### src/source/if_settings.svh
/*
 * instruction fetch settings
 * fixed debug entry points, boot offset, vector alignment and fetch FIFO depth
 */

`ifndef IF_SETTINGS_SVH
`define IF_SETTINGS_SVH

// debug module entry on a halt request
`define IF_DM_HALT_ADDR 32'h1A110800

// debug module entry on an exception taken in debug mode
`define IF_DM_EXC_ADDR 32'h1A110808

// low byte placed under boot_addr[31:8] when leaving reset
`define IF_BOOT_OFFSET 8'h80

// mtvec bits below this index are replaced by the vector offset
`define IF_VEC_BITS 8

// fetch FIFO entries, the outstanding request counts as one of them
`define IF_FIFO_DEPTH 2

`endif
### src/source/if_bus_pkg.sv
/*
 * fetch datapath types
 * instruction memory request and response, fetch FIFO entry, IF-ID payload
 */

package if_bus_pkg;

  // request side, addr held stable while req waits for gnt
  typedef struct packed {
    logic        req;
    logic [31:0] addr;
  } mem_req_t;

  // response side, err only counts together with rvalid
  typedef struct packed {
    logic        gnt;
    logic        rvalid;
    logic [31:0] rdata;
    logic        err;
  } mem_rsp_t;

  // one fetched word with the address it came from
  typedef struct packed {
    logic [31:0] addr;
    logic [31:0] rdata;
    logic        err;
  } fetch_entry_t;

  // what the decode stage sees
  typedef struct packed {
    logic [31:0] instr;
    logic [31:0] pc;
    logic        fetch_err;
  } if_id_t;

endpackage

### src/source/if_ctrl_pkg.sv
/*
 * PC control types
 * next-PC selectors, exception cause and the redirect request from the core
 */

package if_ctrl_pkg;

  // source of the next fetch address
  typedef enum logic [2:0] {
    PC_BOOT = 3'd0,
    PC_JUMP = 3'd1,
    PC_EXC  = 3'd2,
    PC_ERET = 3'd3,
    PC_DRET = 3'd4
  } pc_sel_e;

  // kind of handler entered on PC_EXC
  typedef enum logic [1:0] {
    EXC_PC_EXC     = 2'd0,
    EXC_PC_IRQ     = 2'd1,
    EXC_PC_DBD     = 2'd2,
    EXC_PC_DBG_EXC = 2'd3
  } exc_pc_sel_e;

  // irq flag set for interrupts, id picks the vector slot
  typedef struct packed {
    logic       irq;
    logic [4:0] id;
  } exc_cause_t;

  // redirect request, only meaningful while pc_set is high
  typedef struct packed {
    logic        pc_set;
    pc_sel_e     pc_sel;
    exc_pc_sel_e exc_sel;
    exc_cause_t  cause;
  } pc_ctrl_t;

  // CSR values the fetch stage jumps to
  typedef struct packed {
    logic [31:0] mepc;
    logic [31:0] depc;
    logic [31:0] mtvec;
  } csr_pc_t;

endpackage

### src/source/if_stage.sv
/*
 * instruction fetch stage
 * next-PC selection, prefetch over the instruction bus and the IF-ID register
 */

module if_stage (
  input  logic                  clk_i,
  input  logic                  rst_ni,
  input  logic [31:0]           boot_addr_i,
  input  logic                  req_i,
  input  if_ctrl_pkg::pc_ctrl_t pc_ctrl_i,
  input  if_ctrl_pkg::csr_pc_t  csr_i,
  input  logic [31:0]           branch_target_i,
  input  logic                  id_in_ready_i,
  input  logic                  instr_valid_clear_i,
  input  if_bus_pkg::mem_rsp_t  mem_rsp_i,
  output if_bus_pkg::mem_req_t  mem_req_o,
  output logic                  instr_valid_id_o,
  output logic                  instr_new_id_o,
  output if_bus_pkg::if_id_t    if_id_o,
  output logic [31:0]           pc_if_o,
  output logic                  csr_mtvec_init_o,
  output logic                  if_busy_o
);

  import if_bus_pkg::*;

  logic [31:0]  fetch_addr_n;
  logic         branch_req;
  logic         fetch_valid;
  logic         fetch_ready;
  fetch_entry_t fetch_entry;

  // every redirect flushes the prefetch path
  assign branch_req = pc_ctrl_i.pc_set;

  if_pc_select u_pc_select (
    .boot_addr_i      (boot_addr_i),
    .pc_ctrl_i        (pc_ctrl_i),
    .csr_i            (csr_i),
    .branch_target_i  (branch_target_i),
    .fetch_addr_n_o   (fetch_addr_n),
    .csr_mtvec_init_o (csr_mtvec_init_o)
  );

  if_prefetch u_prefetch (
    .clk_i         (clk_i),
    .rst_ni        (rst_ni),
    .req_i         (req_i),
    .branch_i      (branch_req),
    .branch_addr_i (fetch_addr_n),
    .fetch_ready_i (fetch_ready),
    .mem_rsp_i     (mem_rsp_i),
    .mem_req_o     (mem_req_o),
    .fetch_valid_o (fetch_valid),
    .fetch_entry_o (fetch_entry),
    .busy_o        (if_busy_o)
  );

  if_id_register u_id_register (
    .clk_i               (clk_i),
    .rst_ni              (rst_ni),
    .fetch_valid_i       (fetch_valid),
    .fetch_entry_i       (fetch_entry),
    .id_in_ready_i       (id_in_ready_i),
    .pc_set_i            (pc_ctrl_i.pc_set),
    .instr_valid_clear_i (instr_valid_clear_i),
    .fetch_ready_o       (fetch_ready),
    .instr_valid_id_o    (instr_valid_id_o),
    .instr_new_id_o      (instr_new_id_o),
    .if_id_o             (if_id_o)
  );

  // pc of the word at the FIFO head
  assign pc_if_o = fetch_entry.addr;

endmodule

### src/source/if_id_register.sv
/*
 * IF-ID pipeline register
 * valid and new flags for the decode stage plus the instruction payload
 */

module if_id_register (
  input  logic                     clk_i,
  input  logic                     rst_ni,
  input  logic                     fetch_valid_i,
  input  if_bus_pkg::fetch_entry_t fetch_entry_i,
  input  logic                     id_in_ready_i,
  input  logic                     pc_set_i,
  input  logic                     instr_valid_clear_i,
  output logic                     fetch_ready_o,
  output logic                     instr_valid_id_o,
  output logic                     instr_new_id_o,
  output if_bus_pkg::if_id_t       if_id_o
);

  import if_bus_pkg::*;

  logic transfer;
  logic valid_d;
  logic valid_q;
  logic new_q;

  // decode takes a word whenever it is ready
  assign fetch_ready_o = id_in_ready_i;
  assign transfer      = fetch_valid_i & fetch_ready_o;

  ////////////////////////////////////////////////////////////
  // flags
  ////////////////////////////////////////////////////////////

  // a word taken together with a redirect is squashed
  // otherwise valid holds until the core clears it
  assign valid_d = (transfer & ~pc_set_i) | (valid_q & ~instr_valid_clear_i);

  always_ff @(posedge clk_i or negedge rst_ni) begin
    if (!rst_ni) begin
      valid_q <= 1'b0;
      new_q   <= 1'b0;
    end else begin
      valid_q <= valid_d;
      // one pulse per accepted word, squashed or not
      new_q   <= transfer;
    end
  end

  assign instr_valid_id_o = valid_q;
  assign instr_new_id_o   = new_q;

  ////////////////////////////////////////////////////////////
  // payload
  ////////////////////////////////////////////////////////////

  // frozen while decode stalls
  always_ff @(posedge clk_i) begin
    if (transfer) begin
      if_id_o <= '{instr: fetch_entry_i.rdata,
                   pc: fetch_entry_i.addr,
                   fetch_err: fetch_entry_i.err};
    end
  end

endmodule

### src/source/if_prefetch.sv
/*
 * prefetch unit
 * drives the req/gnt/rvalid instruction bus with one request in flight,
 * drops stale responses after a redirect and buffers words in a small FIFO
 */

`include "if_settings.svh"

module if_prefetch (
  input  logic                     clk_i,
  input  logic                     rst_ni,
  input  logic                     req_i,
  input  logic                     branch_i,
  input  logic [31:0]              branch_addr_i,
  input  logic                     fetch_ready_i,
  input  if_bus_pkg::mem_rsp_t     mem_rsp_i,
  output if_bus_pkg::mem_req_t     mem_req_o,
  output logic                     fetch_valid_o,
  output if_bus_pkg::fetch_entry_t fetch_entry_o,
  output logic                     busy_o
);

  import if_bus_pkg::*;

  localparam int unsigned Depth = `IF_FIFO_DEPTH;
  localparam int unsigned PtrW  = (Depth > 1) ? $clog2(Depth) : 1;
  localparam int unsigned CntW  = $clog2(Depth + 1);

  logic [31:0]     branch_addr;
  logic [31:0]     addr_q;
  logic [31:0]     rsp_addr_q;
  logic [31:0]     redir_addr_q;
  logic            hold_q;
  logic            redir_q;
  logic            out_q;
  logic            discard_q;
  logic            room;
  logic            issue;
  logic            grant;
  logic            stale_gnt;
  logic            push;
  logic            pop;
  logic [CntW-1:0] cnt_q;
  logic [PtrW-1:0] rd_ptr_q;
  logic [PtrW-1:0] wr_ptr_q;
  fetch_entry_t    fifo_q [Depth];

  // wrap-around pointer step, depth need not be a power of two
  function automatic logic [PtrW-1:0] ptr_inc(logic [PtrW-1:0] ptr);
    logic [PtrW-1:0] nxt;
    nxt = (ptr == PtrW'(Depth - 1)) ? '0 : ptr + 1'b1;
    return nxt;
  endfunction

  // fetch is word aligned only
  assign branch_addr = {branch_addr_i[31:2], 2'b00};

  ////////////////////////////////////////////////////////////
  // request sequencing
  ////////////////////////////////////////////////////////////

  // FIFO slots left, the request in flight already owns one
  assign room = (32'(cnt_q) + 32'(out_q)) < Depth;

  // a waiting request stays up until granted
  // new ones wait out the redirect cycle so they carry the new address
  assign issue = hold_q |
                 (req_i & ~branch_i & room & (~out_q | mem_rsp_i.rvalid));
  assign grant = issue & mem_rsp_i.gnt;

  // granted while a redirect is pending means old path
  assign stale_gnt = grant & (branch_i | redir_q);

  assign mem_req_o.req  = issue;
  assign mem_req_o.addr = addr_q;

  always_ff @(posedge clk_i or negedge rst_ni) begin
    if (!rst_ni) begin
      addr_q    <= 32'b0;
      hold_q    <= 1'b0;
      redir_q   <= 1'b0;
      out_q     <= 1'b0;
      discard_q <= 1'b0;
    end else begin
      // address moves on a grant or on a redirect with nothing waiting
      if (stale_gnt) begin
        addr_q <= branch_i ? branch_addr : redir_addr_q;
      end else if (grant) begin
        addr_q <= addr_q + 32'd4;
      end else if (branch_i && !hold_q) begin
        addr_q <= branch_addr;
      end
      hold_q  <= issue & ~mem_rsp_i.gnt;
      // redirect seen behind a waiting request is applied at its grant
      redir_q <= issue & ~mem_rsp_i.gnt & (redir_q | branch_i);
      out_q   <= grant | (out_q & ~mem_rsp_i.rvalid);
      if (grant) begin
        discard_q <= stale_gnt;
      end else if (out_q && !mem_rsp_i.rvalid) begin
        discard_q <= discard_q | branch_i;
      end else begin
        discard_q <= 1'b0;
      end
    end
  end

  // address of the request in flight and the deferred redirect target
  always_ff @(posedge clk_i) begin
    if (grant) begin
      rsp_addr_q <= addr_q;
    end
    if (branch_i) begin
      redir_addr_q <= branch_addr;
    end
  end

  ////////////////////////////////////////////////////////////
  // fetch FIFO
  ////////////////////////////////////////////////////////////

  // response arriving with a redirect is old path too
  assign push = out_q & mem_rsp_i.rvalid & ~discard_q & ~branch_i;
  assign pop  = fetch_valid_o & fetch_ready_i;

  always_ff @(posedge clk_i or negedge rst_ni) begin
    if (!rst_ni) begin
      cnt_q    <= '0;
      rd_ptr_q <= '0;
      wr_ptr_q <= '0;
    end else if (branch_i) begin
      // flush on redirect
      cnt_q    <= '0;
      rd_ptr_q <= '0;
      wr_ptr_q <= '0;
    end else begin
      if (push) begin
        wr_ptr_q <= ptr_inc(wr_ptr_q);
      end
      if (pop) begin
        rd_ptr_q <= ptr_inc(rd_ptr_q);
      end
      cnt_q <= cnt_q + CntW'(push) - CntW'(pop);
    end
  end

  always_ff @(posedge clk_i) begin
    if (push) begin
      fifo_q[wr_ptr_q] <= '{addr: rsp_addr_q, rdata: mem_rsp_i.rdata, err: mem_rsp_i.err};
    end
  end

  assign fetch_valid_o = (cnt_q != '0);
  assign fetch_entry_o = fifo_q[rd_ptr_q];

  // busy while anything is on the bus
  assign busy_o = out_q | hold_q;

endmodule

### src/source/if_pc_select.sv
/*
 * next fetch address selection
 * exception vector mux plus the boot/jump/exception/return PC mux
 */

`include "if_settings.svh"

module if_pc_select (
  input  logic [31:0]           boot_addr_i,
  input  if_ctrl_pkg::pc_ctrl_t pc_ctrl_i,
  input  if_ctrl_pkg::csr_pc_t  csr_i,
  input  logic [31:0]           branch_target_i,
  output logic [31:0]           fetch_addr_n_o,
  output logic                  csr_mtvec_init_o
);

  import if_ctrl_pkg::*;

  localparam int unsigned VecBits = `IF_VEC_BITS;

  logic [31:0] vec_base;
  logic [31:0] irq_slot;
  logic [31:0] exc_pc;
  logic [31:0] boot_pc;

  ////////////////////////////////////////////////////////////
  // exception vector
  ////////////////////////////////////////////////////////////

  // handler base, mtvec with the low bits cleared
  assign vec_base = {csr_i.mtvec[31:VecBits], {VecBits{1'b0}}};

  // interrupts land 4 bytes per id above the base
  // synchronous exceptions always use the base itself
  assign irq_slot = pc_ctrl_i.cause.irq ? {25'b0, pc_ctrl_i.cause.id, 2'b00} : 32'b0;

  always_comb begin
    unique case (pc_ctrl_i.exc_sel)
      EXC_PC_EXC:     exc_pc = vec_base;
      EXC_PC_IRQ:     exc_pc = vec_base | irq_slot;
      EXC_PC_DBD:     exc_pc = `IF_DM_HALT_ADDR;
      EXC_PC_DBG_EXC: exc_pc = `IF_DM_EXC_ADDR;
      default:        exc_pc = vec_base;
    endcase
  end

  ////////////////////////////////////////////////////////////
  // next fetch address
  ////////////////////////////////////////////////////////////

  // boot entry sits at a fixed offset inside the boot page
  assign boot_pc = {boot_addr_i[31:8], `IF_BOOT_OFFSET};

  always_comb begin
    unique case (pc_ctrl_i.pc_sel)
      PC_BOOT: fetch_addr_n_o = boot_pc;
      PC_JUMP: fetch_addr_n_o = branch_target_i;
      PC_EXC:  fetch_addr_n_o = exc_pc;
      PC_ERET: fetch_addr_n_o = csr_i.mepc;
      PC_DRET: fetch_addr_n_o = csr_i.depc;
      default: fetch_addr_n_o = boot_pc;
    endcase
  end

  // CSR file loads mtvec from the boot address on the boot redirect
  assign csr_mtvec_init_o = pc_ctrl_i.pc_set & (pc_ctrl_i.pc_sel == PC_BOOT);

endmodule

### config.mk
export PLATFORM = sky130hd
export DESIGN_NAME = if_stage
export DESIGN_NICKNAME = d
export VERILOG_FILES = /design/src/source/if_bus_pkg.sv /design/src/source/if_ctrl_pkg.sv /design/src/source/if_stage.sv /design/src/source/if_id_register.sv /design/src/source/if_prefetch.sv /design/src/source/if_pc_select.sv
export VERILOG_INCLUDE_DIRS = /design/src /design/src/source
export SDC_FILE = /design/constraint.sdc
export NUM_CORES = 1
export LEC_CHECK = 0
export BUFFER_PORTS_ARGS = -buffer_cell sky130_fd_sc_hd__buf_2
export CAP_MARGIN = 25
export CORE_MARGIN = 5
export CORE_UTILIZATION = 40
export DETAILED_ROUTE_END_ITERATION = 8
export PLACE_DENSITY = 0.61
export SETUP_SLACK_MARGIN = 0.2
export SLEW_MARGIN = 20
export SYNTH_ARGS = -nofsm -noshare
export SYNTH_HDL_FRONTEND = slang
export SYNTH_SLANG_ARGS = --single-unit
export TNS_END_PERCENT = 20
### constraint.sdc
create_clock -name clk_i -period 5.2 [get_ports clk_i]
set_input_delay 0 -clock clk_i [delete_from_list [all_inputs] [get_ports clk_i]]
set_output_delay 0 -clock clk_i [all_outputs]
set_load 0.01 [all_outputs]
==> results.sh, run 1 <==
export IMPL_placement_io_buffers=323
export IMPL_postSynthNetCount=1171
export IMPL_ctsRootBufferMaster="sky130_fd_sc_hd__clkbuf_16"
export IMPL_critical_path_slowest_cell="sky130_fd_sc_hd__or4_1"
export IMPL_cpPeakStageDelay_ns=0.69
export IMPL_synth_top_cells_by_area="sky130_fd_sc_hd__edfxtp_1 53%, sky130_fd_sc_hd__dfrtp_1 8.2%, sky130_fd_sc_hd__mux2_2 7.4%"
export IMPL_synth_sequential_area_ratio_pct=66.2
export IMPL_setup_violations=0
export IMPL_power_density_nw_per_um2=394
export IMPL_place_ws_ns=2.44
export IMPL_timing_slew_headroom_pct=33.0
export IMPL_ys_warnings=0
export IMPL_number_of_endpoints_with_negative_hold_slack_in_the_final_report=0
export IMPL_number_of_global_route_vias_before_repair=9431
export IMPL_detailedRoute_firstPassIterationCount=5
export IMPL_area_growth_pct=27.3
export IMPL_min_period_over_period_pct=53.9
export IMPL_antenna_found_initial=0
export IMPL_timing_reg2reg_worst_path_depth=5
export IMPL_fin_ws_ns=2.40
export IMPL_tritoncts_num_sinks=301
export IMPL_num_nets_final=1538
export IMPL_power_ir_vdd_worst_mv=0.188
export IMPL_reg2reg_from="u_prefetch.hold_q"
export IMPL_synthesis_area_um2=12900
export IMPL_die_area_um2=35800
export IMPL_post_cts_setup_buffer_count=0
export IMPL_hold_path_class="in2reg"
export IMPL_timing_critical_path_arrival_ns=3.26
export IMPL_num_fill_cells=2791
export IMPL_routed_wire_length_per_instance_um=19.7
export IMPL_dr_wl_met3_um=2480
export IMPL_start_util_pct=40.7
export IMPL_synth_cell_types=75
export IMPL_syn_mean_instance_area_um2=13.5
export IMPL_global_route_wire_length_before_repair_um=53100
export IMPL_synth_edff_count=227
export IMPL_run_status="finished, final reports clean"
export IMPL_worst_path_buf_inv=3
export IMPL_detailed_route_wirelength_on_metal2_um=16200
export IMPL_post_layout_total_power_uw=6450
export IMPL_worstHoldStart="csr_i[9]"
export IMPL_tritoncts_clock_tree="built"
export IMPL_diodes=0
export IMPL_required_ns=5.65
export IMPL_slew_at_the_pin_with_the_worst_max_slew_slack_ns=1.01
export IMPL_crit_chain="dlygate4sd3_1, buf_2, buf_4, and2b_1, o221a_2, nand2b_1, or4_1, o211ai_1"
export IMPL_cap_violations=0
export IMPL_crit_reg2reg_capture="u_prefetch.addr_q[17]"
export IMPL_die_x_um=189
export IMPL_grt_total_usage_pct=18.5
export IMPL_yosys_register_bits=301
export IMPL_maxClockFrequency_mhz=357
export IMPL_detail_route_drc_violations=0
export IMPL_dr_max_layer_used="met4"
export IMPL_synth_ff_type="sky130_fd_sc_hd__edfxtp_1"
export IMPL_reg2reg_setup_slack_ns=2.44
export IMPL_viasPerCell=5.31
export IMPL_fp_rows=65
export IMPL_detailedPlacementHpwl_um=24100
export IMPL_synth_top_area_share_pct=53.0
export IMPL_overflow=0
export IMPL_tns_ns=0
export IMPL_final_max_slew_viol_count=0
export IMPL_wl_met1_um=14800
export IMPL_dr_total_vias=9269
export IMPL_postRouteAntennaNets=0
export IMPL_worst_setup_hold_path_clk_slew_ns=0.06
export IMPL_wirelength_um=34500
export IMPL_postSynth_asyncResetShare_pct=14.0
export IMPL_clk_path_buf_depth=3
export IMPL_height_of_the_die_um=189
export IMPL_critical_path_endpoint_type="flip-flop"
export IMPL_clk_insertion_delay_late_ns=0.54
export IMPL_grt_max_degree=67
export IMPL_grt_setup_unrepaired="no"
export IMPL_cts_htree_levels=1
export IMPL_setup_worst_path_start_class="input pin"
export IMPL_period_minus_slack_ns=2.80
export IMPL_worstHoldEndpoint="u_prefetch.redir_addr_q[9]"
export IMPL_boundary_pin_count=346
export IMPL_synth_largest_area_cell="sky130_fd_sc_hd__edfxtp_1"
export IMPL_criticalPathCategory="in2reg"
export IMPL_timing_hold_worst_path_depth=4
export IMPL_drive_gt1_share_pct=35.4
export IMPL_gpl_final_weighted_congestion=0.926
export IMPL_cts_inserted_buffers=30
export IMPL_floorplan_core_area_um2=31600
export IMPL_worst_clock_skew_on_the_final_layout_ns=0.0173
export IMPL_crit_fanout=40
export IMPL_critPathTopFamily="simple AND/OR/NAND/NOR gates"
export IMPL_synthesis_instances=956
export IMPL_power_static_leakage_uw=0.00629
export IMPL_detailedRoute_firstIterationViolations=513
stage by stage:
step	instance area [um2]	utilization (%)	cells	hold slack (ns)
after floorplan	12900	-	956	-0.296
after global placement	14600	46.1	1604	0.127
after detailed placement	14600	46.1	1604	0.121
after CTS	16400	51.7	1746	0.00740
after global routing	16400	51.8	1747	0.0237
final	16400	51.8	1747	0.0310
registers in the layout (all words and copies together), names as in the netlist:
register	cells
u_id_register.if_id_o	65
u_id_register.instr_new_id_o	1
u_id_register.instr_valid_id_o	1
u_prefetch.addr_q	32
u_prefetch.cnt_q	2
u_prefetch.discard_q	1
u_prefetch.fifo_q	130
u_prefetch.hold_q	1
u_prefetch.out_q	1
u_prefetch.rd_ptr_q	1
u_prefetch.redir_addr_q	32
u_prefetch.redir_q	1
u_prefetch.rsp_addr_q	32
u_prefetch.wr_ptr_q	1
logic make-up (layout without fill, tap and decap cells):
| group | Yosys count | count (layout) | synth area share, % |
|---|---|---|---|
| adders and majority gates | 3 | 3 | 0.292 |
| DFF | 301 | 301 | 66.2 |
| muxes | 91 | 91 | 7.95 |
| buffers and inverters | 110 | 499 | 4.59 |
| AOI/OAI and AO/OA | 226 | 226 | 11.6 |
| and+or+nand+nor | 215 | 215 | 8.63 |
| xor gates and xnor gates | 10 | 10 | 0.739 |
worst min-delay path: stages:
cell                      delay, ns
sky130_fd_sc_hd__buf_2         0.12
sky130_fd_sc_hd__nand2_1       0.06
sky130_fd_sc_hd__a21oi_1       0.08
sky130_fd_sc_hd__mux2_2        0.26
synthesized netlist by cell type, types with 3 or more instances:
| cell type | n |
|---|---|
| sky130_fd_sc_hd__nand4_1 | 4 |
| sky130_fd_sc_hd__or4b_1 | 8 |
| sky130_fd_sc_hd__clkbuf_1 | 30 |
| sky130_fd_sc_hd__and3_1 | 4 |
| sky130_fd_sc_hd__nand2b_1 | 12 |
| sky130_fd_sc_hd__o311ai_0 | 4 |
| sky130_fd_sc_hd__o21a_1 | 10 |
| sky130_fd_sc_hd__ha_1 | 3 |
| sky130_fd_sc_hd__a21oi_1 | 52 |
| sky130_fd_sc_hd__a31oi_1 | 8 |
| sky130_fd_sc_hd__o32a_1 | 4 |
| sky130_fd_sc_hd__dfrtp_1 | 42 |
| sky130_fd_sc_hd__buf_4 | 36 |
| sky130_fd_sc_hd__o22a_1 | 5 |
| sky130_fd_sc_hd__mux2_2 | 85 |
| sky130_fd_sc_hd__edfxtp_1 | 227 |
| sky130_fd_sc_hd__o31ai_1 | 7 |
| sky130_fd_sc_hd__xnor2_1 | 3 |
| sky130_fd_sc_hd__inv_1 | 19 |
| sky130_fd_sc_hd__o21ai_0 | 50 |
| sky130_fd_sc_hd__and2_1 | 3 |
| sky130_fd_sc_hd__nand3_1 | 13 |
| sky130_fd_sc_hd__a22oi_1 | 4 |
| sky130_fd_sc_hd__buf_6 | 3 |
| sky130_fd_sc_hd__a22o_1 | 10 |
| sky130_fd_sc_hd__a2bb2oi_1 | 5 |
| sky130_fd_sc_hd__nor2_1 | 49 |
| sky130_fd_sc_hd__buf_2 | 15 |
| sky130_fd_sc_hd__nor3_1 | 14 |
| sky130_fd_sc_hd__nor4_1 | 10 |
| sky130_fd_sc_hd__o221ai_1 | 6 |
| sky130_fd_sc_hd__dfxtp_1 | 32 |
| sky130_fd_sc_hd__xor2_1 | 6 |
| sky130_fd_sc_hd__o21ai_1 | 6 |
| sky130_fd_sc_hd__o32ai_1 | 6 |
| sky130_fd_sc_hd__o211ai_1 | 5 |
| sky130_fd_sc_hd__o22ai_1 | 16 |
| sky130_fd_sc_hd__a222oi_1 | 5 |
| sky130_fd_sc_hd__mux2i_1 | 5 |
| sky130_fd_sc_hd__o2111ai_1 | 4 |
| sky130_fd_sc_hd__and4_1 | 5 |
| sky130_fd_sc_hd__nand2_1 | 68 |
| sky130_fd_sc_hd__nor2b_1 | 11 |
worst max-delay path by stage:
stage,from,to,slack [ns],cells past startpoint
after floorplan,u_prefetch.discard_q,u_prefetch.fifo_q[0][0],1.38,3
after global placement,pc_ctrl_i[11],u_prefetch.addr_q[17],2.42,7
after detailed placement,pc_ctrl_i[11],u_prefetch.addr_q[17],2.44,7
after CTS,pc_ctrl_i[11],u_prefetch.addr_q[17],2.44,8
after global routing,pc_ctrl_i[11],u_prefetch.addr_q[17],2.26,8
final,pc_ctrl_i[11],u_prefetch.addr_q[17],2.40,8
per-layer routing:
metal	up-vias	global-route usage (%)
met5	-	0
met4	0	5.56
met3	57	3.43
met2	405	31.0
met1	4452	24.7
li1	4355	-
power by group:
| part | switching [uW] | internal, uW | leakage, uW |
|---|---|---|---|
| clock network | 855 | 1140 | 0.000440 |
| registers | 324 | 2940 | 0.00285 |
| logic | 630 | 565 | 0.00300 |
final cells by class:
cell class,count,area (um2),area share (%)
Clock buffer,42,817,4.99
Clock inverter,12,87.6,0.535
Timing Repair Buffer,422,2590,15.8
Inverter,23,86.3,0.527
Multi-Input combinational cell,545,3780,23.1
Sequential cell,301,8510,52.0
Tap cell,402,503,3.07
timing repair:
item	4_1_cts	5_1_grt
endpoints found under the hold margin	160	0
endpoints found under the setup margin	0	0
hold buffers	88	0
resized for setup	0	0
cells in the final DEF (no fill, tap or decap), drive strengths merged, types with 7 or more instances in the layout:
master       netlist  routed
a21oi             53      53
nor2              50      50
dfxtp             32      32
o21ai             57      57
dlygate4sd3        0      88
nand2             68      68
o22ai             16      16
nand2b            12      12
mux2              86      86
a22o              10      10
buf               56     334
nand3             13      13
o31ai              7       7
clkinv             2      12
inv               21      22
clkbuf            31      42
nor3              14      14
o21a              10      10
edfxtp           227     227
nor4              11      11
nor2b             11      11
or4b               8       8
dfrtp             42      42
a31oi              8       8
No activity file was read; power rests on OpenSTA's default activity.
==> run 2: changes to the inputs <==
Settings changed: PLACE_DENSITY 0.61 to 0.63.
Clock period 5.2 ns to 2.41 ns, I/O delays scaled along.
==> run 2 against run 1 <==
Register-to-register slack worse by 2.1 ns. Critical path type is now reg2reg. Die area unchanged. Sequential power increased by 110%. Utilization up 1.3 points. Non-clock buffer count up 34. Sequential share of layout area fell by 1.3 points. Flip-flop and latch count did not move. Highest routed layer unchanged.
==> results.sh, run 2 (synthesis gave the netlist of run 1 again) <==
export IMPL_cts_htree_levels=1
export IMPL_criticalPathCategory="reg2reg"
export IMPL_place_ws_ns=0.261
export IMPL_clk_insertion_delay_late_ns=0.54
export IMPL_dr_total_vias=9321
export IMPL_number_of_global_route_vias_before_repair=9236
export IMPL_gpl_final_weighted_congestion=0.876
export IMPL_fin_ws_ns=0.301
export IMPL_detailedRoute_firstIterationViolations=598
export IMPL_power_static_leakage_uw=0.00649
export IMPL_num_fill_cells=2677
export IMPL_top_register="u_prefetch.fifo_q"
export IMPL_power_ir_vdd_worst_mv=0.481
export IMPL_hold_path_class="in2reg"
export IMPL_grt_setup_unrepaired="yes"
export IMPL_routed_wire_length_per_instance_um=19.2
export IMPL_crit_fanout=20
export IMPL_wirelength_um=34300
export IMPL_grt_total_usage_pct=18.3
export IMPL_height_of_the_die_um=189
export IMPL_timing_slew_headroom_pct=59.0
export IMPL_detail_route_drc_violations=0
export IMPL_worst_setup_hold_path_clk_slew_ns=0.06
export IMPL_start_util_pct=40.7
export IMPL_critical_path_startpoint="u_prefetch.hold_q"
export IMPL_highest_count_cells_in_the_layout_ignoring_fill_and_taps="323 x sky130_fd_sc_hd__buf_2, 227 x sky130_fd_sc_hd__edfxtp_1, 94 x sky130_fd_sc_hd__dlygate4sd3_1"
export IMPL_min_period_over_period_pct=87.5
export IMPL_tritoncts_clock_tree="built"
export IMPL_grt_max_degree=67
export IMPL_mostFrequentLayoutCell="sky130_fd_sc_hd__buf_2"
export IMPL_tns_ns=0
export IMPL_overflow=0
export IMPL_detailedRoute_firstPassIterationCount=7
export IMPL_period_minus_slack_ns=2.11
export IMPL_boundary_pin_count=346
export IMPL_crit_reg2reg_capture="u_prefetch.addr_q[17]"
export IMPL_area_growth_pct=30.5
export IMPL_run_status="finished, final reports clean"
export IMPL_placement_io_buffers=323
export IMPL_crit_chain="nand2b_1, o221a_2, nand2b_1, buf_12, or4_1, o211ai_1"
export IMPL_setup_violations=0
export IMPL_critical_path_endpoint_type="flip-flop"
export IMPL_postLayoutCoreUtil_pct=53.1
export IMPL_reg2reg_setup_slack_ns=0.30
export IMPL_ctsRootBufferMaster="sky130_fd_sc_hd__clkbuf_16"
export IMPL_cpPeakStageDelay_ns=0.56
export IMPL_required_ns=2.86
export IMPL_num_nets_final=1572
export IMPL_final_max_slew_viol_count=0
export IMPL_viasPerCell=5.22
export IMPL_die_area_um2=35800
export IMPL_floorplan_core_area_um2=31600
export IMPL_cap_violations=0
export IMPL_worst_path_buf_inv=1
export IMPL_setup_worst_path_end="u_prefetch.addr_q[17]"
export IMPL_global_route_wire_length_before_repair_um=52300
export IMPL_reg2reg_from="u_prefetch.hold_q"
export IMPL_post_cts_setup_buffer_count=0
export IMPL_timing_critical_path_depth=6
export IMPL_detailedPlacementHpwl_um=24500
export IMPL_timing_reg2reg_worst_path_depth=6
export IMPL_worst_clock_skew_on_the_final_layout_ns=0.0112
export IMPL_die_x_um=189
export IMPL_setup_worst_path_start_class="flip-flop"
export IMPL_clk_path_buf_depth=3
export IMPL_number_of_endpoints_with_negative_hold_slack_in_the_final_report=0
export IMPL_critical_path_slowest_cell="sky130_fd_sc_hd__dfrtp_1"
export IMPL_slew_at_the_pin_with_the_worst_max_slew_slack_ns=0.615
export IMPL_reg_largest_list="u_prefetch.fifo_q (130), u_id_register.if_id_o (65)"
export IMPL_maxClockFrequency_mhz=474
export IMPL_power_density_nw_per_um2=850
export IMPL_fp_rows=65
export IMPL_cts_inserted_buffers=30
export IMPL_tritoncts_num_sinks=301
export IMPL_critPathTopFamily="simple AND/OR/NAND/NOR gates"
export IMPL_postRouteAntennaNets=0
export IMPL_cp_most_frequent_cell="sky130_fd_sc_hd__nand2b_1"
export IMPL_flip_flop_count_of_the_largest_register_all_copies_and_words_added=130
export IMPL_antenna_found_initial=0
export IMPL_timing_critical_path_arrival_ns=2.56
export IMPL_drive_gt1_share_pct=36.8
==> run 2: area by class of cell <==
type	count	area [um2]	share of cell area [%]
antenna	1	2.50	0.0149
clock buffer	38	802	4.78
clock inverter	18	164	0.977
inverter	23	86.3	0.514
multi-input combinational	545	3790	22.6
sequential	301	8510	50.7
tap	402	503	3.00
timing repair buffer	456	2930	17.4
==> run 2: how the worst min path moves through the flow <==
| stage | cells after the start | slack, ns | to | from |
|---|---|---|---|---|
| final | 3 | 0.02 | u_prefetch.redir_addr_q[29] | boot_addr_i[29] |
| after global routing | 3 | 0.005 | u_prefetch.redir_addr_q[29] | boot_addr_i[29] |
| after CTS | 3 | 0.0002 | u_prefetch.redir_addr_q[29] | boot_addr_i[29] |
| after detailed placement | 1 | 0.03 | u_id_register.instr_new_id_o | rst_ni |
| after global placement | 1 | 0.03 | u_id_register.instr_new_id_o | rst_ni |
| after floorplan | 0 | -0.30 | u_id_register.instr_new_id_o | rst_ni |
==> run 2: repair_timing <==
action	in CTS	in global routing
setup endpoints to repair	0	5
hold endpoints to repair	157	0
gates resized for setup	0	2
hold buffers	94	0
==> run 2: power by group <==
group          switching [uW]  internal [uW]  leakage (uW)
Clock                    1850           2660      0.000457
Sequential                525           6340       0.00285
Combinational            1550           1350       0.00318
==> run 2: worst min-delay path, stage by stage <==
cell	delay (ns)
sky130_fd_sc_hd__buf_2	0.08
sky130_fd_sc_hd__a2bb2oi_1	0.26
sky130_fd_sc_hd__mux2_2	0.19
==> run 2: metal layers <==
layer	global-route usage, %	share of wire (%)	vias up
li1	-	-	4417
met1	25.0	44	4501
met2	30.5	48	365
met3	2.95	6.4	38
met4	4.87	2.2	0
met5	0	0	-
==> run 2: per-stage QoR <==
step,power [uW],cell area [um2],std cells,hold slack [ns]
3_3_place_gp,9680,14900,1633,0.0271
4_1_cts,14500,16800,1783,0.000219
6_report,14300,16800,1784,0.0204
5_1_grt,15000,16800,1783,0.00461
2_1_floorplan,8530,12900,956,-0.296
3_5_place_dp,9740,14900,1633,0.0301
